--- src/minimig_config.svh ---
/*
  board-fixed widths, divider counts and command codes
  dividers must be whole multiples of CLK7_DIV
*/
`ifndef MINIMIG_CONFIG_SVH
`define MINIMIG_CONFIG_SVH

// memory geometry
`define MEM_ADDR_W    12        // word address, small model of the chip bus
`define MEM_DATA_W    16

// clk cycles per enable pulse
`define CLK7_DIV      4
`define CCK_DIV       8         // colour clock
`define ECLK_DIV      40        // 6800 e-clock

// user_io command bytes
`define CMD_JOY_A     8'd1
`define CMD_JOY_B     8'd2
`define CMD_MOUSE_BTN 8'd3
`define CMD_MOUSE     8'd4
`define CMD_KBD       8'd5
`define CORE_ID       8'ha1     // minimig core id on miso

`endif
--- src/amiga_clk_en.sv ---
/*
  single-cycle enables for the 28 MHz domain, all registered
  counters restart at zero on reset, first clk7_en one clock after release
*/
`timescale 1ns/10ps
`include "minimig_config.svh"

module amiga_clk_en (
  input  logic clk,        // 28 MHz system clock
  input  logic rst,
  output logic clk7_en,    // 7 MHz rising phase
  output logic clk7n_en,   // 7 MHz falling phase
  output logic c1,         // quadrature, phases 1 and 2
  output logic c3,         // quadrature, phases 2 and 3
  output logic cck,        // colour clock enable
  output logic eclk        // e-clock enable
);

  localparam int unsigned PH_W   = $clog2(`CLK7_DIV);
  localparam int unsigned CCK_N  = `CCK_DIV / `CLK7_DIV;   // 7 MHz periods per cck
  localparam int unsigned ECLK_N = `ECLK_DIV / `CLK7_DIV;  // 7 MHz periods per eclk
  localparam int unsigned CCK_W  = (CCK_N > 1) ? $clog2(CCK_N) : 1;
  localparam int unsigned ECLK_W = (ECLK_N > 1) ? $clog2(ECLK_N) : 1;

  logic [PH_W-1:0]   phase;      // 28 MHz cycle within 7 MHz period
  logic [CCK_W-1:0]  cck_cnt;
  logic [ECLK_W-1:0] eclk_cnt;
  logic              phase_end;  // last cycle of the period

  assign phase_end = (phase == PH_W'(`CLK7_DIV - 1));

  //////////////////////////////////////////////////
  // phase and divider counters
  //////////////////////////////////////////////////

  always_ff @(posedge clk) begin
    if (rst) begin
      phase    <= '0;
      cck_cnt  <= '0;
      eclk_cnt <= '0;
      clk7_en  <= 1'b0;
      clk7n_en <= 1'b0;
      c1       <= 1'b0;
      c3       <= 1'b0;
      cck      <= 1'b0;
      eclk     <= 1'b0;
    end else begin
      phase    <= phase_end ? '0 : phase + PH_W'(1);
      clk7_en  <= (phase == '0);                        // output lags phase by one
      clk7n_en <= (phase == PH_W'(`CLK7_DIV / 2));
      c1       <= (phase == PH_W'(1)) || (phase == PH_W'(2));
      c3       <= (phase == PH_W'(2)) || (phase == PH_W'(3));
      cck      <= (phase == '0) && (cck_cnt == '0);     // aligned with clk7_en
      eclk     <= (phase == '0) && (eclk_cnt == '0);
      if (phase_end) begin
        cck_cnt  <= (cck_cnt == CCK_W'(CCK_N - 1)) ? '0 : cck_cnt + CCK_W'(1);
        eclk_cnt <= (eclk_cnt == ECLK_W'(ECLK_N - 1)) ? '0 : eclk_cnt + ECLK_W'(1);
      end
    end
  end

  //////////////////////////////////////////////////
  // checks
  //////////////////////////////////////////////////

  a_clk7_phase: assert property (@(posedge clk) disable iff (rst)
    clk7_en |-> !clk7n_en ##2 clk7n_en)
    else $error("clk7n_en not half a period after clk7_en");

  a_eclk_cck: assert property (@(posedge clk) disable iff (rst)
    eclk |-> cck && clk7_en)
    else $error("eclk outside a cck slot");

endmodule

--- config.mk ---
export PLATFORM = sky130hd
export DESIGN_NAME = amiga_clk_en
export DESIGN_NICKNAME = d
export VERILOG_FILES = /design/src/amiga_clk_en.sv
export VERILOG_INCLUDE_DIRS = /design/src /design/src/src
export SDC_FILE = /design/constraint.sdc
export NUM_CORES = 1
export LEC_CHECK = 0
export BUFFER_PORTS_ARGS = -buffer_cell sky130_fd_sc_hd__buf_2
export CORE_AREA = 2 2 39 41
export DETAILED_ROUTE_END_ITERATION = 16
export DIE_AREA = 0 0 41 43
export PLACE_DENSITY = 0.6
export SYNTH_ARGS = -nofsm -noshare
export SYNTH_HDL_FRONTEND = slang
export SYNTH_SLANG_ARGS = --single-unit
--- constraint.sdc ---
create_clock -name clk -period 1.1 [get_ports clk]
set_input_delay 0.055 -clock clk [delete_from_list [all_inputs] [get_ports clk]]
set_output_delay 0.055 -clock clk [all_outputs]
set_load 0.01 [all_outputs]
==> summary.md <==
| Metric | Value |
|---|---|
| Worst skew pair latency | 0.28 ns |
| Inst Count DP | slightly above 70 |
| Hold Fails Final Rpt | 0 |
| # IOs | 8 |
| CTS tree | yes |
| Vias in the first global route | just over 300 |
| N_diodes | 0 |
| Initial Utilization | 0.3508 |
| Final worst slack | around 0.035 ns |
| Tcrit/Tclk final | 0.9683 |
| WL/cell | 9.520 um |
| GRT Util Overall | 0.1060 |
| Crit path max fanout | 4 |
| Post-synth cell types | 22 |
| Met3 Wirelength | roughly 28 um |
| Row Count | 14 |
| Worst Skew | 0.002353 ns |
| Die W | 41 um |
| Pleak | roughly 0.27 nW |
| Setup TNS | 0 ns |
| Initial antenna violation count | 0 |
| Met2 wire length | around 320 um |
| Top cells by area, synth | dfxtp_1, ha_1, nor2_1 |
| Xor and xnor fraction of the mapped netlist area | 0.05412 |
| # DRC | 0 |
| CTS Root Cell | clkbuf_4 |
| Proportion of layout cells with a drive suffix above 1 | 0.3898 |
| Largest net degree at the start of global routing | 11 |
| Maxcap violations | 0 |
| Critical path startpoint category | flip-flop |
| Grt total ovfl | 0 |
| Synth Cell Area | around 500 um2 |
| Rel. slew slack | 0.8534 |
| Post-synthesis simple-gate area fraction | 0.2268 |
| Met1 WL | ~340 um |
| Worst EP required | between 1 and 1.5 ns |
| Peak Freq | between 900 and 1000 MHz |
| Synth Net Count | 53 |
| Fin nets | 65 |
| Commonest non-fill, non-tap cell in the layout | dfxtp_1 |
| Vias per inst | ~4.3 |
| Drt initial violations | 2 |
| First-pass GRT wire length | about 1200 um |
| Compound-Gate Fraction of Synth Area | 0.04897 |
| Crit path kind | flip-flop to flip-flop |
| Area Overhead vs Synth | 25.52% |
| Die height | ~43 um |
| Worst Path Arrival | approximately 1.3 ns |
| Die area | approximately 1800 um2 |
| Worst-Margin Slew | about 0.22 ns |
| Pre-CTS WS | 0.005783 ns |
| Unrepaired setup endpoints after global routing | yes |
| Endpoints failing setup | 0 |
| Hold WS | ~0.076 ns |
| Crit. End Element | flip-flop |
| Commonest non-fill, non-tap cells in the layout | dfxtp_1, nor2_1, buf_2, nor2b_1, clkbuf_4 |
| Fin cells | 75 |
| Synth Area in Adders | 0.07732 |
| Peak VDD IR | around 0.7 mV |
| Pre-Repair DR Iteration Count | 2 |
| Total clock sinks | 13 |
| Syn avg cell area | ~10 um2 |
| Outcome | complete, no violations |
| CTS H-tree lvls | 1 |
| Syn. warnings | 0 |
| Yosys top cell by area | dfxtp_1 |
| Min Tclk post-route | between 1 and 1.5 ns |
| CTS max path bufs | 2 |
| Synthesized instance count | 48 |
| Largest family of logic cells by synthesized area | simple AND/OR/NAND/NOR gates |
| Synth top area share | 0.5361 |
| Top sig layer | met4 |
| Gpl congestion | 0.6943 |
| Core area | 1384 um2 |
| Post-route antenna net violation count | 0 |
| Sequential fraction of the synthesis area | 0.5361 |
| Detail Placement HPWL | roughly 450 um |
| IO buf count | 7 |
| Vias | around 320 |
| Worst-path clk slew | approximately 0.080 ns |
| HP Class | input pin to flip-flop |
| Seq cells post-synth | 13 |
| TritonCTS Buffers | 3 |
| Fin. max-slew vios | 0 |
| Power Density | roughly 1600 nW/um2 |
| Total Wirelength | about 710 um |
| Mux share of post-synthesis cell area | 0 |
power breakdown:
part / switching, W / internal [W]
registers: 0.0000234 / 0.000514
logic: 0.0000679 / 0.0000730
clock network: 0.000163 / 0.000135
area by class of cell:
class                           instances  area [um2]
Fill cell                             138       774.5
Clock inverter                          1       5.005
Inverter                                3       11.26
Timing Repair Buffer                    9       50.05
Multi-Input combinational cell         30       235.2
Sequential cell                        13       265.3
Clock buffer                            3       22.52
Tap cell                               16       20.02
synth_stat cells, drive strengths merged:
| cell type | instances |
|---|---|
| inv | 3 |
| xnor2 | 2 |
| nand3 | 1 |
| nor2b | 4 |
| dfxtp | 13 |
| and2b | 1 |
| a21oi | 2 |
| xor2 | 1 |
| and4b | 1 |
| nand2 | 2 |
| nand2b | 1 |
| or3 | 1 |
| nor3 | 1 |
| or4 | 1 |
| o21ai | 2 |
| nor2 | 7 |
| buf | 2 |
| ha | 3 |
registers in the layout, summed over array words and instances, names as in the netlist:
name and cells:
cck 1, phase 2, clk7_en 1, eclk_cnt 4
c3 1, c1 1, eclk 1, cck_cnt 1
clk7n_en 1
final timing paths:
path / startpoint / end / slack [ns] / cells past startpoint
max reg2reg: phase[1] / eclk_cnt[1] / 0.03 / 4
max: phase[1] / eclk_cnt[1] / 0.03 / 4
min reg2reg: cck_cnt / cck / 0.44 / 1
min: rst / eclk_cnt[1] / 0.08 / 2
critical path, stage by stage, from the launching register on:
cell and delay, ns:
dfxtp_2 0.37, ha_4 0.15, nand2_2 0.05, or3_1 0.32
a21oi_2 0.11
what timing repair did:
action / in CTS / in global routing
hold buffers: 0 / 0
setup endpoints to repair: 1 / 4
gates resized for setup: 0 / 7
setup buffers: 0 / 0
pin swaps: 0 / 0
through the flow:
| step | power, W | utilization | instance area, um2 |
|---|---|---|---|
| 6_report | 0.0009761 | 0.4403 | 609.3 |
| 5_1_grt | 0.001043 | 0.4403 | 609.3 |
| 4_1_cts | 0.0009598 | 0.4132 | 571.8 |
| 3_5_place_dp | 0.0006631 | 0.3933 | 544.3 |
| 3_3_place_gp | 0.0006631 | 0.3933 | 544.3 |
| 2_1_floorplan | 0.0006253 | - | 490.5 |
cell families (layout without fill, tap and decap cells):
| group | after synthesis | count (layout) |
|---|---|---|
| flops | 13 | 13 |
| simple gates | 20 | 20 |
| buf+inv | 5 | 16 |
| fa+ha+maj | 3 | 3 |
| xor+xnor | 3 | 3 |
| compound gates | 4 | 4 |
per-layer routing:
layer | vias up | global-route usage
li1 | 174 | -
met5 | - | 0
met3 | 4 | 0.04712
met4 | 0 | 0.1200
met1 | 134 | 0.1242
met2 | 9 | 0.1250
Power figures use the tool's default switching activity.
