**src/minimig_config.svh**
```systemverilog
/*
  board-fixed widths, divider counts and command codes
  dividers must be whole multiples of CLK7_DIV
*/
`ifndef MINIMIG_CONFIG_SVH
`define MINIMIG_CONFIG_SVH

// memory geometry
`define MEM_ADDR_W    12        // word address, small model of the chip bus
`define MEM_DATA_W    16

// clk cycles per enable pulse
`define CLK7_DIV      4
`define CCK_DIV       8         // colour clock
`define ECLK_DIV      40        // 6800 e-clock

// user_io command bytes
`define CMD_JOY_A     8'd1
`define CMD_JOY_B     8'd2
`define CMD_MOUSE_BTN 8'd3
`define CMD_MOUSE     8'd4
`define CMD_KBD       8'd5
`define CORE_ID       8'ha1     // minimig core id on miso

`endif
```
**src/minimig_pkg.sv**
```systemverilog
/*
  shared types of the minimig glue
  widths follow minimig_config.svh
*/
`include "minimig_config.svh"

package minimig_pkg;

  typedef logic [`MEM_ADDR_W-1:0] mem_addr_t;  // chip ram word address
  typedef logic [`MEM_DATA_W-1:0] mem_data_t;
  typedef logic [1:0]             byte_en_t;   // [1] upper, [0] lower byte
  typedef logic [5:0]             joy_t;       // fire2 fire up down left right

  typedef enum logic [1:0] {
    KM_MOUSE = 2'd0,
    KM_KBD   = 2'd1
  } kbd_mouse_type_t;

  typedef struct packed {
    logic [7:0]      data;    // mouse delta or keycode
    kbd_mouse_type_t kind;    // follows the command byte
  } kbd_mouse_t;

  typedef struct packed {
    mem_addr_t addr;
    mem_data_t wdata;
    byte_en_t  be;
    logic      we;            // write when set
  } mem_req_t;

  typedef struct packed {
    mem_data_t rdata;
  } mem_rsp_t;

  typedef enum logic [1:0] {
    IDLE,                     // deselected
    CMD,                      // first byte after select
    PAYLOAD
  } spi_state_t;

  typedef enum logic [1:0] {
    NONE,
    CHIP,
    CPU
  } arb_owner_t;

endpackage

```
**src/user_io.sv**
```systemverilog
/*
  spi mode 0 slave for the board controller, oversampled in clk
  sck must stay below clk/4, one hold register for the kbd/mouse stream
*/
`timescale 1ns/10ps
`include "minimig_config.svh"

module user_io import minimig_pkg::*; (
  input  logic       clk,
  input  logic       rst,
  input  logic       spi_sck,
  input  logic       spi_di,           // mosi
  input  logic       conf_data0,       // select, active low
  input  logic       kbd_mouse_ready,
  output logic       spi_do,           // miso data
  output logic       spi_do_oe,        // miso pad enable
  output joy_t       joy_a,
  output joy_t       joy_b,
  output logic [2:0] mouse_buttons,
  output kbd_mouse_t kbd_mouse,
  output logic       kbd_mouse_valid
);

  logic [1:0] sck_sync;       // [1] is the synced value
  logic [1:0] di_sync;
  logic [1:0] ss_sync;
  logic       sck_d;          // edge detect history
  logic       sck_rise;
  logic       sck_fall;
  logic       sel;
  logic [2:0] bit_cnt;
  logic [6:0] rx_sr;
  logic [7:0] tx_sr;
  logic [7:0] next_byte;      // rx byte including the current bit
  logic [7:0] cmd;
  logic       byte_done;
  logic       payload_done;
  logic       km_load;
  spi_state_t state;

  //////////////////////////////////////////////////
  // synchronizers
  //////////////////////////////////////////////////

  always_ff @(posedge clk) begin
    if (rst) begin
      sck_sync <= '0;
      di_sync  <= '0;
      ss_sync  <= 2'b11;                          // deselected
      sck_d    <= 1'b0;
    end else begin
      sck_sync <= {sck_sync[0], spi_sck};
      di_sync  <= {di_sync[0], spi_di};
      ss_sync  <= {ss_sync[0], conf_data0};
      sck_d    <= sck_sync[1];
    end
  end

  assign sel          = ~ss_sync[1];
  assign sck_rise     = sck_sync[1] & ~sck_d;
  assign sck_fall     = ~sck_sync[1] & sck_d;
  assign next_byte    = {rx_sr, di_sync[1]};
  assign byte_done    = sel && sck_rise && (bit_cnt == 3'd7);
  assign payload_done = byte_done && (state == PAYLOAD);
  assign km_load      = payload_done && ((cmd == `CMD_MOUSE) || (cmd == `CMD_KBD)) &&
                        (!kbd_mouse_valid || kbd_mouse_ready);  // drop when full
  assign spi_do       = tx_sr[7];                               // msb first
  assign spi_do_oe    = sel;

  //////////////////////////////////////////////////
  // byte framing fsm and shifters
  //////////////////////////////////////////////////

  always_ff @(posedge clk) begin
    if (rst) begin
      state   <= IDLE;
      bit_cnt <= '0;
      rx_sr   <= '0;
      tx_sr   <= '0;
      cmd     <= '0;
    end else if (!sel) begin
      state   <= IDLE;
      bit_cnt <= '0;
      tx_sr   <= '0;
    end else begin
      if (state == IDLE) begin
        state <= CMD;
        tx_sr <= `CORE_ID;                        // first bit ready before sck rises
      end else if (sck_fall) begin
        tx_sr <= {tx_sr[6:0], 1'b0};              // zeros after the id
      end
      if (sck_rise) begin
        rx_sr   <= next_byte[6:0];
        bit_cnt <= bit_cnt + 3'd1;
      end
      if (byte_done && (state == CMD)) begin
        cmd   <= next_byte;
        state <= PAYLOAD;
      end
    end
  end

  //////////////////////////////////////////////////
  // payload sinks
  //////////////////////////////////////////////////

  always_ff @(posedge clk) begin
    if (rst) begin
      joy_a           <= '0;
      joy_b           <= '0;
      mouse_buttons   <= '0;
      kbd_mouse_valid <= 1'b0;
    end else begin
      if (payload_done && (cmd == `CMD_JOY_A)) begin
        joy_a <= next_byte[5:0];                  // last byte wins
      end
      if (payload_done && (cmd == `CMD_JOY_B)) begin
        joy_b <= next_byte[5:0];
      end
      if (payload_done && (cmd == `CMD_MOUSE_BTN)) begin
        mouse_buttons <= next_byte[2:0];
      end
      if (km_load) begin
        kbd_mouse_valid <= 1'b1;
      end else if (kbd_mouse_ready) begin
        kbd_mouse_valid <= 1'b0;                  // transfer done
      end
    end
  end

  always_ff @(posedge clk) begin
    if (km_load) begin
      kbd_mouse.data <= next_byte;
      kbd_mouse.kind <= (cmd == `CMD_KBD) ? KM_KBD : KM_MOUSE;
    end
  end

  a_km_hold: assert property (@(posedge clk) disable iff (rst)
    kbd_mouse_valid && !kbd_mouse_ready |=> kbd_mouse_valid && $stable(kbd_mouse))
    else $error("kbd_mouse changed while stalled");

endmodule

```
**config.mk**
```make
export PLATFORM = sky130hd
export DESIGN_NAME = user_io
export DESIGN_NICKNAME = d
export VERILOG_FILES = /design/src/minimig_pkg.sv /design/src/user_io.sv
export VERILOG_INCLUDE_DIRS = /design/src /design/src/src
export SDC_FILE = /design/constraint.sdc
export NUM_CORES = 1
export LEC_CHECK = 0
export BUFFER_PORTS_ARGS = -buffer_cell sky130_fd_sc_hd__buf_2
export CAP_MARGIN = 20
export CORE_ASPECT_RATIO = 1.75
export CORE_MARGIN = 3
export CORE_UTILIZATION = 41
export CTS_CLUSTER_DIAMETER = 150
export DETAILED_ROUTE_END_ITERATION = 7
export SLEW_MARGIN = 5
export SYNTH_ARGS = -nofsm -noshare
export SYNTH_HDL_FRONTEND = slang
export SYNTH_SLANG_ARGS = --single-unit
```
**constraint.sdc**
```tcl
create_clock -name clk -period 3.84 [get_ports clk]
set_input_delay 0.576 -clock clk [delete_from_list [all_inputs] [get_ports clk]]
set_output_delay 0.576 -clock clk [all_outputs]
set_load 0.005 [all_outputs]
```
==> key figures <==
Cells and area
  – Area Growth Syn to Fin: 17.98%
  – Layout Nets: 264
  – Non-Filler Instances: 335
  – Commonest non-fill, non-tap cells in the layout: dfxtp_1 (51), buf_2 (33), nand2b_1 (25)
  – Commonest non-fill, non-tap cell in the layout: dfxtp_1
  – Fin area: between 2000 and 3000 um2
  – Core Util, Final: 51.06%
  – Fillers: about 540
  – Share of cells above drive strength 1: 21.84%
  – # diodes: 0

Worst setup path
  – Critical path, cell by cell: ha_1 > ha_1 > and4bb_4 > nand2_1 > nor3_1 > buf_2
  – Worst setup path class: reg2reg
  – CP Max Fanout: 13
  – Most used cell, CP: ha_1
  – Slowest stage delay, CP: about 0.35 ns
  – CP bufs+invs: 1
  – Critical path depth: 6
  – CP max-delay cell: dfxtp_1
  – Startpoint types: register
  – Critical Path End Type: register
  – R2R depth: 6
  – Worst Path Required: 3.88 ns
  – CP delay by family, top: simple AND/OR/NAND/NOR gates
  – Critical path arrival: 2.05 ns

Clock network
  – Number of post-CTS setup repair buffers: 0
  – CTS Hold Buffers Added: 0
  – Root buf cell: clkbuf_8
  – Clk sinks: 60
  – CTS tree: done
  – Clock latency on the worst-skew pair: 0.34 ns
  – H-tree lvl count: 3
  – Clk pin slew, worst setup/hold paths: 0.06 ns
  – Max clock buf depth: 2
  – # resized after CTS: 0
  – Num CTS Buffers: 9

Floorplan
  – Core Box Area: 5386 um2
  – IO Pins: 34
  – Die H: 105.7 um
  – Die area: between 6000 and 7000 um2
  – Initial Utilization: 43.28%
  – Rows: 35
  – Die W: around 63 um

Outcome
  – Status: complete, no violations

Timing
  – Fin Clk Skew: 0.006798 ns
  – Worst rel slew slack: 52.90%
  – Fin crit share: between 50% and 60%
  – Final setup viols: 0
  – Unrepaired setup endpoints after global routing: no
  – Final setup margin: 1.833 ns
  – Setup tns final: 0 ns
  – Achievable clock frequency: 498.3 MHz
  – Hold slack: around 0.41 ns
  – Fin. max-slew vios: 0
  – Final Hold Vio Count: 0
  – Post-route minimum period: 2.007 ns
  – Worst-Margin Slew: 0.7066 ns

Synthesis
  – Syn_area_per_cell: roughly 10 um2
  – Unique masters post-synth: 34
  – Register area share after synthesis: a little under three fifths
  – Main flop type after synthesis: dfxtp_1
  – Mapped Area: 2331 um2
  – FFs w/ async S/R, synth: 0%
  – Ys Warns: 0
  – Mapped Nets: ~230
  – Synth Register Bits: 60
  – Cells after synthesis: 225
  – Number of flops mapped to enable cells by yosys: 9

Detailed routing
  – Antenna viol nets, final: 0
  – Via/cell ratio: around 5
  – DR WL/cell: 14.24 um
  – DRT iter0 DRCs: 59
  – Drt first pass iters: 4
  – WL final: 4772 um
  – Via Count: about 1.7k
  – Detailed-route DRC error count: 0

Pwr
  – Sw Pwr: 0.2585 mW
  – Sw Share: 19.37%
  – Final Total Pwr: 1.335 mW
  – Combinational power share: 1.8%
  – Sequential Power Share: 48.2%
  – Pint: 1.076 mW
  – PwrDens: slightly below 500 nW/um2
  – Lkg Pwr: 1.082 nW
  – VDD IR max: roughly 240 uV
  – Clock power share: 49.9%

Placed design
  – Cells after DPL: 318
  – Gpl congestion: just over 0.8
  – Dpl hpwl: 3322 um
  – Pre-CTS setup slack: roughly 1.4 ns
  – Port buffer count: 32
  – Area after DPL: 2515 um2

Global route
  – First-pass GRT wire length: between 8000 and 9000 um
  – Total gr overflow: 0
  – Total GRT Usage: about 16%
  – Vias in the first global route: 1,617
  – Largest net degree at the start of global routing: 47
  – Antenna violations before repair: 0

Run
  – Max-cap viol count: 0

Worst hold path
  – Hold Path Depth: 1
  – Hold Crit Class: reg2reg
[cell usage after synthesis (2+ instances only)]
| cell type | instances | area [um2] |
|---|---|---|
| a21oi_1 | 21 | 105.1 |
| nor2b_1 | 8 | 50.05 |
| a31oi_1 | 3 | 18.77 |
| nor2_1 | 6 | 22.52 |
| dfxtp_1 | 51 | 1021 |
| and4bb_2 | 2 | 25.02 |
| inv_1 | 2 | 7.510 |
| o21ai_0 | 15 | 75.07 |
| nand2b_1 | 25 | 156.4 |
| buf_4 | 2 | 15.01 |
| nand4bb_1 | 2 | 22.52 |
| clkbuf_1 | 6 | 22.52 |
| nand3_1 | 8 | 40.04 |
| nand2_1 | 23 | 86.33 |
| mux2i_1 | 17 | 170.2 |
| buf_2 | 4 | 20.02 |
| edfxtp_1 | 9 | 270.3 |
| or2_2 | 4 | 25.02 |
| ha_1 | 2 | 25.02 |
[logic make-up (layout without fill, tap and decap cells)]
group	count (synthesis)	after routing	share of synthesized area, %
AND/OR/NAND/NOR	88	88	23.24
flip-flops	60	60	55.39
AO/OA/AOI/OAI	41	41	9.179
multiplexers	17	17	7.300
buffers and inverters	15	51	3.274
adder cells (fa/ha/maj)	2	2	1.073
other	1	1	0.1609
XOR/XNOR	1	1	0.3758
[layout make-up]
| cell class | count | area, um2 | area share, % |
|---|---|---|---|
| clock inverters | 6 | 102.6 | 3.731 |
| clock buffers | 10 | 127.6 | 4.641 |
| inverters | 2 | 7.507 | 0.2730 |
| flip-flops and latches | 60 | 1291 | 46.95 |
| well taps | 74 | 92.59 | 3.367 |
| multi-input cells | 150 | 963.4 | 35.03 |
| repair buffers | 33 | 165.2 | 6.005 |
[state kept, by name (all words and copies together) (netlist names)]
signal	cells
tx_sr	8
di_sync	2
joy_b	6
cmd	8
sck_sync	2
sck_d	1
mouse_buttons	3
state	2
bit_cnt	3
kbd_mouse_valid	1
kbd_mouse	9
joy_a	6
rx_sr	7
ss_sync	2
[power by group through the flow]
| stage | logic [mW] | registers, mW | clock network [mW] |
|---|---|---|---|
| 6_report | 0.0243 | 0.644 | 0.667 |
| 5_1_grt | 0.0272 | 0.644 | 0.709 |
| 4_1_cts | 0.0247 | 0.644 | 0.678 |
| 3_5_place_dp | 0.0246 | 0.658 | 0 |
| 3_3_place_gp | 0.0246 | 0.658 | 0 |
| 2_1_floorplan | 0.0208 | 0.656 | 0 |
[final timing paths]
check / slack [ns] / end / startpoint
max: 1.83 / kbd_mouse[8] / bit_cnt[0]
min: 0.41 / ss_sync[1] / ss_sync[0]
max reg2reg: 1.83 / kbd_mouse[8] / bit_cnt[0]
min reg2reg: 0.41 / ss_sync[1] / ss_sync[0]
[layer usage]
metal,share of wire (%),up-vias,global-route usage [%]
met5,0,-,0
li1,-,834,-
met2,52,36,26.46
met3,3.7,13,6.183
met4,3.1,0,9.005
met1,41,785,16.82
No activity file was read; power rests on OpenSTA's default activity.
