`config.mk`:
```
export PLATFORM = sky130hd
export DESIGN_NAME = mem_arbiter
export DESIGN_NICKNAME = d
export VERILOG_FILES = /design/src/minimig_pkg.sv /design/src/mem_arbiter.sv
export VERILOG_INCLUDE_DIRS = /design/src /design/src/src
export SDC_FILE = /design/constraint.sdc
export NUM_CORES = 1
export LEC_CHECK = 0
export CAP_MARGIN = 10
export CORE_AREA = 2 2 59 61
export CTS_CLUSTER_DIAMETER = 120
export CTS_CLUSTER_SIZE = 24
export DETAILED_ROUTE_END_ITERATION = 8
export DIE_AREA = 0 0 61 63
export DONT_BUFFER_PORTS = 1
export HOLD_SLACK_MARGIN = 0.08
export REMOVE_ABC_BUFFERS = 1
export SLEW_MARGIN = 15
export SYNTH_ARGS = -nofsm -noshare
export SYNTH_HDL_FRONTEND = slang
export SYNTH_SLANG_ARGS = --single-unit
```
`constraint.sdc`:
```
create_clock -name clk -period 1.33 [get_ports clk]
set_input_delay 0.133 -clock clk [delete_from_list [all_inputs] [get_ports clk]]
set_output_delay 0.133 -clock clk [all_outputs]
set_load 0.005 [all_outputs]
```
`src/minimig_config.svh`:
```
/*
  board-fixed widths, divider counts and command codes
  dividers must be whole multiples of CLK7_DIV
*/
`ifndef MINIMIG_CONFIG_SVH
`define MINIMIG_CONFIG_SVH

// memory geometry
`define MEM_ADDR_W    12        // word address, small model of the chip bus
`define MEM_DATA_W    16

// clk cycles per enable pulse
`define CLK7_DIV      4
`define CCK_DIV       8         // colour clock
`define ECLK_DIV      40        // 6800 e-clock

// user_io command bytes
`define CMD_JOY_A     8'd1
`define CMD_JOY_B     8'd2
`define CMD_MOUSE_BTN 8'd3
`define CMD_MOUSE     8'd4
`define CMD_KBD       8'd5
`define CORE_ID       8'ha1     // minimig core id on miso

`endif
```
`src/minimig_pkg.sv`:
```
/*
  shared types of the minimig glue
  widths follow minimig_config.svh
*/
`include "minimig_config.svh"

package minimig_pkg;

  typedef logic [`MEM_ADDR_W-1:0] mem_addr_t;  // chip ram word address
  typedef logic [`MEM_DATA_W-1:0] mem_data_t;
  typedef logic [1:0]             byte_en_t;   // [1] upper, [0] lower byte
  typedef logic [5:0]             joy_t;       // fire2 fire up down left right

  typedef enum logic [1:0] {
    KM_MOUSE = 2'd0,
    KM_KBD   = 2'd1
  } kbd_mouse_type_t;

  typedef struct packed {
    logic [7:0]      data;    // mouse delta or keycode
    kbd_mouse_type_t kind;    // follows the command byte
  } kbd_mouse_t;

  typedef struct packed {
    mem_addr_t addr;
    mem_data_t wdata;
    byte_en_t  be;
    logic      we;            // write when set
  } mem_req_t;

  typedef struct packed {
    mem_data_t rdata;
  } mem_rsp_t;

  typedef enum logic [1:0] {
    IDLE,                     // deselected
    CMD,                      // first byte after select
    PAYLOAD
  } spi_state_t;

  typedef enum logic [1:0] {
    NONE,
    CHIP,
    CPU
  } arb_owner_t;

endpackage

```
`src/mem_arbiter.sv`:
```
/*
  fixed priority arbiter, chip dma always wins over the cpu
  read data returns 2 cycles after acceptance, writes return nothing
*/
`timescale 1ns/10ps

module mem_arbiter import minimig_pkg::*; (
  input  logic      clk,
  input  logic      rst,
  input  mem_req_t  chip_req,
  input  logic      chip_valid,
  output logic      chip_ready,
  input  mem_req_t  cpu_req,
  input  logic      cpu_valid,
  output logic      cpu_ready,
  output mem_req_t  ram_req,
  output logic      ram_en,
  input  mem_data_t ram_rdata,
  output mem_rsp_t  chip_rsp,
  output logic      chip_rsp_valid,
  output mem_rsp_t  cpu_rsp,
  output logic      cpu_rsp_valid
);

  arb_owner_t grant;       // port issued this cycle
  arb_owner_t rd_owner;    // grant, reads only
  arb_owner_t tag_ram;     // read sitting in chip_ram
  arb_owner_t tag_rsp;     // read sitting in the response register
  mem_data_t  rdata_q;

  //////////////////////////////////////////////////
  // grant and issue
  //////////////////////////////////////////////////

  always_comb begin
    grant = NONE;
    if (chip_valid) begin
      grant = CHIP;
    end else if (cpu_valid) begin
      grant = CPU;
    end
  end

  assign chip_ready = 1'b1;                     // chip never waits
  assign cpu_ready  = ~chip_valid;
  assign ram_en     = (grant != NONE);
  assign ram_req    = (grant == CHIP) ? chip_req : cpu_req;
  assign rd_owner   = (ram_en && !ram_req.we) ? grant : NONE;

  //////////////////////////////////////////////////
  // owner tags and response routing
  //////////////////////////////////////////////////

  always_ff @(posedge clk) begin
    if (rst) begin
      tag_ram <= NONE;
      tag_rsp <= NONE;
    end else begin
      tag_ram <= rd_owner;
      tag_rsp <= tag_ram;                       // two reads can overlap
    end
  end

  always_ff @(posedge clk) begin
    if (tag_ram != NONE) begin
      rdata_q <= ram_rdata;
    end
  end

  assign chip_rsp_valid = (tag_rsp == CHIP);
  assign cpu_rsp_valid  = (tag_rsp == CPU);
  assign chip_rsp.rdata = rdata_q;              // shared, valid picks the owner
  assign cpu_rsp.rdata  = rdata_q;

  a_rsp_excl: assert property (@(posedge clk) disable iff (rst)
    !(chip_rsp_valid && cpu_rsp_valid))
    else $error("both ports got a response");

endmodule

```
==> metrics, run 1 <==
maximum clock rate 0.808 GHz; Clock transition at path regs 0.08 ns; Synth top cells by count 26 x mux2_4, 17 x buf_4, 16 x edfxtp_1; Antenna Nets Post-Route 0; crit path max fanout 3; post-DP HPWL 2060 um; sequential fraction of the synthesis area 43.7%; hold endpoint cpu_ready; leakage 0.564 nW; Pre-Repair DR Iteration Count 3; Die Width 61 um; CTS root buf clkbuf_4; fin crit share 93.1%; hold_sp chip_valid; Startpoint Class primary input; NumNets Final 171; Final Instance Count excl. Fillers 134; pre-CTS setup slack 0.308 ns; GP Congestion 0.684; # clock sinks 20; clock group share of total power 21.2%; setup violators final 0; Gate Count Post-Synth 82; sequential power share 60.0%; GRT overflow 0; Setup CP Type primary input to flip-flop; VDD IR max 243 uV; fillers 287; ys async rst share 0%; DR WL/cell 18.8 um; number of synthesized flops with an enable pin 16; Routed WL 2510 um; PortBufs 0; antenna cells 0; largest net degree at the start of global routing 36; Die ar. 3840 um^2; RSZ-0062 raised after global routing no; P_sw 0.000227 W; Internal Power 0.000978 W; yosys warns 0; maxcap violations 0; Primary FF master, synth edfxtp_1; via count 666; CTS buffer count 3; GRT Resource Usage Total 10.7%; setup tns final 0 ns; Sw Ratio 18.8%; total placed cells including tap cells 107; outcome complete, no violations; CTS resizes 0; Tightest Hold Check Type primary input to output port; initial antenna violation count 0; clk_lat worst skew 0.27 ns; Mapped Area 1280 um^2; Synth area leaders edfxtp_1 37%, mux2_4 30%, buf_4 10%, dfxtp_1 6.2%, buf_12 4.7%; FF-to-FF setup slack 0.30 ns; Starting Density 39.7%; post-route setup slack 0.0916 ns; first-pass GRT wire length 2930 um; Hold Path Depth 1; WP data required 1.55 ns; area leader, netlist edfxtp_1; DRC 0; reg2reg start tag_ram[1]; share of cells above drive strength 1 42.0%; Cell Rows 21; Worst EP arrival 1.46 ns; Reg-to-Reg End chip_rsp[14]; Tmin final 1.24 ns; Layout area overhead 8.98%; CP endpoint kind flip-flop; Final Hold Fails 0; Post-CTS Setup Bufs 0; IO Pins 150; Setup Skew 0.00379 ns; top-area cell type share of the netlist area 37.5%; worst r2r path cells 1; Cell variety after synth 13; CTS max path bufs 2; Die Y 63 um; post-DR vias/cell 4.97; DRT iter0 DRCs 16; vias in the first global route 620; Comb pwr share 18.8%; CTS tree yes; Seq cells post-synth 20; P per Cell Area 862 nW/um^2; most frequent cell after synthesis mux2_4; CTS H-tree depth 1; Power, Total 0.00120 W; synthesized area per cell 15.6 um^2; Core Area 3230 um^2; Max Slew Vio Count 0
==> sequential cells by signal, indices dropped and copies added, names as in the netlist <==
name      count
tag_ram       2
tag_rsp       2
chip_rsp     16
==> metal layers <==
layer,GRT usage [%],routed length (um),vias to the layer above
li1,-,-,285
met1,7.09,662,291
met2,23.0,1510,84
met4,6.79,48,0
met3,2.07,290,6
met5,0,0,-
==> layout by cell type (no fill, tap or decap) <==
master	synthesis	routed
edfxtp_1	16	16
mux2_4	26	26
mux2_2	5	5
conb_1	1	1
nor4b_4	1	1
or2_2	2	2
clkbuf_1	0	1
dlygate4sd3_1	0	23
dfxtp_1	4	4
inv_1	1	1
clkbuf_4	0	3
nor2b_1	4	4
nor3b_1	1	1
==> worst max-delay path: stages <==
cell,delay [ns]
dlygate4sd3_1,0.58
nor3b_1,0.18
dlygate4sd3_1,0.56
==> power by group through the flow <==
| stage | clock network, W | logic (W) | registers, W |
|---|---|---|---|
| 2_1_floorplan | 0 | 0.000151 | 0.000735 |
| 3_3_place_gp | 0 | 0.000172 | 0.000738 |
| 3_5_place_dp | 0 | 0.000173 | 0.000738 |
| 4_1_cts | 0.000267 | 0.000223 | 0.000723 |
| 5_1_grt | 0.000295 | 0.000237 | 0.000730 |
| 6_report | 0.000256 | 0.000226 | 0.000723 |
==> timing repair <==
action	CTS	global route
endpoints found under the setup margin	0	1
hold buffers	21	3
endpoints found under the hold margin	20	1
==> cells by family (layout without fill, tap and decap cells) <==
family	Yosys count	count (layout)	synth area share [%]
muxes	31	31	34.8
DFF	20	20	43.7
buffers and inverters	22	28	15.8
other	1	1	0.292
and+or+nand+nor	8	8	5.37
==> per-stage QoR <==
stage          area [um^2]  util (%)  hold slack (ns)
2_1_floorplan         1080         -            0.203
3_3_place_gp          1140      35.3            0.208
3_5_place_dp          1140      35.3            0.207
4_1_cts               1380      42.6            0.304
5_1_grt               1400      43.2            0.309
6_report              1400      43.2            0.304
==> layout make-up <==
class | count | area (um^2) | area share (%)
inverters | 1 | 3.75 | 0.269
well taps | 46 | 57.6 | 4.12
multi-input cells | 40 | 519 | 37.2
flip-flops and latches | 20 | 561 | 40.1
clock buffers | 4 | 26.3 | 1.88
repair buffers | 23 | 230 | 16.5
==> worst max-delay path by stage <==
stage	from	to	slack, ns	cells after the start
6_report	rst	tag_ram[0]	0.09	3
5_1_grt	rst	tag_ram[0]	0.05	3
4_1_cts	cpu_req[0]	tag_ram[1]	0.06	3
3_5_place_dp	tag_ram[1]	chip_rsp[8]	0.31	1
3_3_place_gp	tag_ram[1]	chip_rsp[5]	0.31	1
2_1_floorplan	tag_ram[1]	chip_rsp[0]	0.34	1
Power figures use the tool's default switching activity.
==> run 2, diff against run 1 <==
Settings changed: CELL_PAD_IN_SITES_DETAIL_PLACEMENT set to 2, CELL_PAD_IN_SITES_GLOBAL_PLACEMENT set to 2, CORE_AREA 2 2 59 61 to unset, CORE_MARGIN set to 2, CORE_UTILIZATION set to 32, DIE_AREA 0 0 61 63 to unset, PLACE_DENSITY_LB_ADDON set to 0.1.
==> run 2 against run 1 <==
Combinational power decreased by 2%. Register-to-register slack got worse by 0.02 ns. Cell count increased by 2.2%. Hold slack got worse by 0.025 ns. Sequential share of layout area fell by 1.2 points. Clock power is 130% higher. Final area grew 3.0%. Critical path type unchanged. Core utilization is 6.4 points lower. Routed wire length up 12%. Sequential cell count unchanged. Largest cell class unchanged.
==> metrics, run 2 (synthesized netlist as in run 1, its figures left out) <==
outcome complete, no violations; Met3 Routed Length 303 um (+4.5%); CTS root buf clkbuf_8; critical path depth 3 (unchanged); P per Cell Area 1070 nW/um^2 (+24%); via count 668 (+0.30%); DRT iter0 DRCs 65 (+49); CTS max path bufs 2 (unchanged); Tightest Hold Check Type primary input to flip-flop; Buf+Inv Stages, Crit Path 2 (unchanged); DRC 0 (unchanged); FF-to-FF setup slack 0.28 ns (-0.02 ns); Cell Rows 23 (+9.5%); leakage 0.590 nW (+4.5%); Antenna Nets Post-Route 0 (unchanged); Hold Path Depth 2 (+1); maxcap violations 0 (unchanged); Die Y 67.3 um (+6.8%); crit path max fanout 2 (-1); reg2reg start tag_ram[1]; post-DR vias/cell 4.88 (-1.9%); met1 WL 860 um (+30%); setup violators final 0 (unchanged); worst r2r path cells 1 (unchanged); Slowest-stage cell, CP dlygate4sd3_1; GP Congestion 0.680 (-0.51%); CTS buffer count 3 (unchanged); cell family with most CP delay buffers and inverters; Startpoint Class primary input; Pre-Repair DR Iteration Count 2 (-1); Die ar. 4530 um^2 (+18%); CP cell instances dlygate4sd3_1 > nor3b_1 > dlygate4sd3_1; CTS tree yes; # clock sinks 20 (unchanged); Max Slew Vio Count 0 (unchanged); maximum clock rate 0.803 GHz (-0.62%); Starting Density 32.8% (-6.9 points); PortBufs 0 (unchanged); vias in the first global route 723 (+17%); hold endpoint tag_ram[1]; VDD IR max 549 uV (+130%); Tmin final 1.25 ns (+0.00766 ns); NumNets Final 170 (-0.58%); CP endpoint kind flip-flop; Die Width 67.3 um (+10%); Final Hold Fails 0 (unchanged); Setup CP Type primary input to flip-flop; design area 1440 um^2 (+3.0%); Met2 Routed Length 1620 um (+6.9%); commonest non-fill, non-tap cell in the layout mux2_4; Largest register FFs 16 (unchanged); CP most frequent cell dlygate4sd3_1; Setup Skew 0.00569 ns (+0.00190 ns); first-pass GRT wire length 3660 um (+25%); DR WL/cell 20.5 um (+9.5%); hold_sp rst; CTS H-tree depth 1 (unchanged); setup tns final 0 ns (unchanged); Worst EP arrival 1.45 ns (about the same); Power, Total 0.00155 W (+28%); RSZ-0062 raised after global routing no; GRT overflow 0 (unchanged); top sig layer met4; slowest cell delay on critical path 0.57 ns (about the same); Reg-to-Reg End chip_rsp[13]; Post-CTS Setup Bufs 0 (unchanged); Routed WL 2810 um (+12%); post-DP HPWL 2160 um (+4.8%); Core Area 3910 um^2 (+21%); Clock transition at path regs 0.07 ns (about the same); Layout area overhead 12.3%; initial antenna violation count 0 (unchanged); largest net degree at the start of global routing 36 (unchanged); Cell Area, Placed 1150 um^2 (+0.44%); WP data required 1.53 ns (-0.02 ns); share of cells above drive strength 1 43.7% (+1.6 points); clk_lat worst skew 0.26 ns (about the same); antenna cells 0 (unchanged); fin crit share 93.7% (+0.58 points); GRT Resource Usage Total 11.3% (+0.60 points); most frequent cells in the layout 26 x mux2_4, 21 x dlygate4sd3_1, 16 x edfxtp_1, 5 x mux2_2; IO Pins 150 (unchanged)
==> run 2: cell count changes in the layout (fill, tap and decap cells not counted) <==
cell,delta
bufinv_16,+1
clkbuf_1,-1
clkbuf_4,-3
clkbuf_8,+3
dlygate4sd3_1,-2
dlymetal6s4s_1,+1
==> run 2: where the power goes <==
group	internal, W	switching, W
combinational	0.000155	0.0000668
sequential	0.000705	0.0000199
clock	0.000402	0.000197
total	0.00126	0.000283
==> run 2: worst max-delay path by stage <==
stage,start,end
after detailed placement,tag_ram[1],chip_rsp[15]
after global placement,tag_ram[1],chip_rsp[15]
after CTS,rst,tag_ram[0]
after global routing,chip_req[0],tag_ram[0]
final,chip_req[0],tag_ram[0]
after floorplan,tag_ram[1],chip_rsp[0]
==> run 2: area by class of cell <==
| type | instances | area, um^2 |
|---|---|---|
| Clock buffer | 3 | 41.3 |
| Clock inverter | 1 | 30.0 |
| Fill cell | 413 | 2470 |
| Inverter | 1 | 3.75 |
| Multi-Input combinational cell | 40 | 519 |
| Sequential cell | 20 | 561 |
| Tap cell | 50 | 62.6 |
| Timing Repair Buffer | 22 | 223 |
==> run 2: stage by stage <==
| step | hold slack (ns) | util (%) | setup WS (ns) | cells |
|---|---|---|---|---|
| 6_report | 0.279 | 36.8 | 0.0840 | 137 |
| 2_1_floorplan | 0.203 | - | 0.345 | 61 |
| 5_1_grt | 0.303 | 36.8 | 0.0771 | 137 |
| 4_1_cts | 0.299 | 36.7 | 0.0307 | 137 |
| 3_5_place_dp | 0.209 | 29.3 | 0.280 | 111 |
| 3_3_place_gp | 0.208 | 29.3 | 0.299 | 111 |
==> run 2: repair_timing <==
action                                  in CTS  in global routing
hold buffers                                22                  0
endpoints found under the setup margin       0                  1
endpoints found under the hold margin       20                  0
gates resized for setup                      0                  1
==> run 2: metal layers <==
layer,vias to the layer above,GRT usage [%]
met1,300,10.3
met3,4,3.50
met5,-,0
met4,0,4.85
met2,81,22.5
li1,283,-
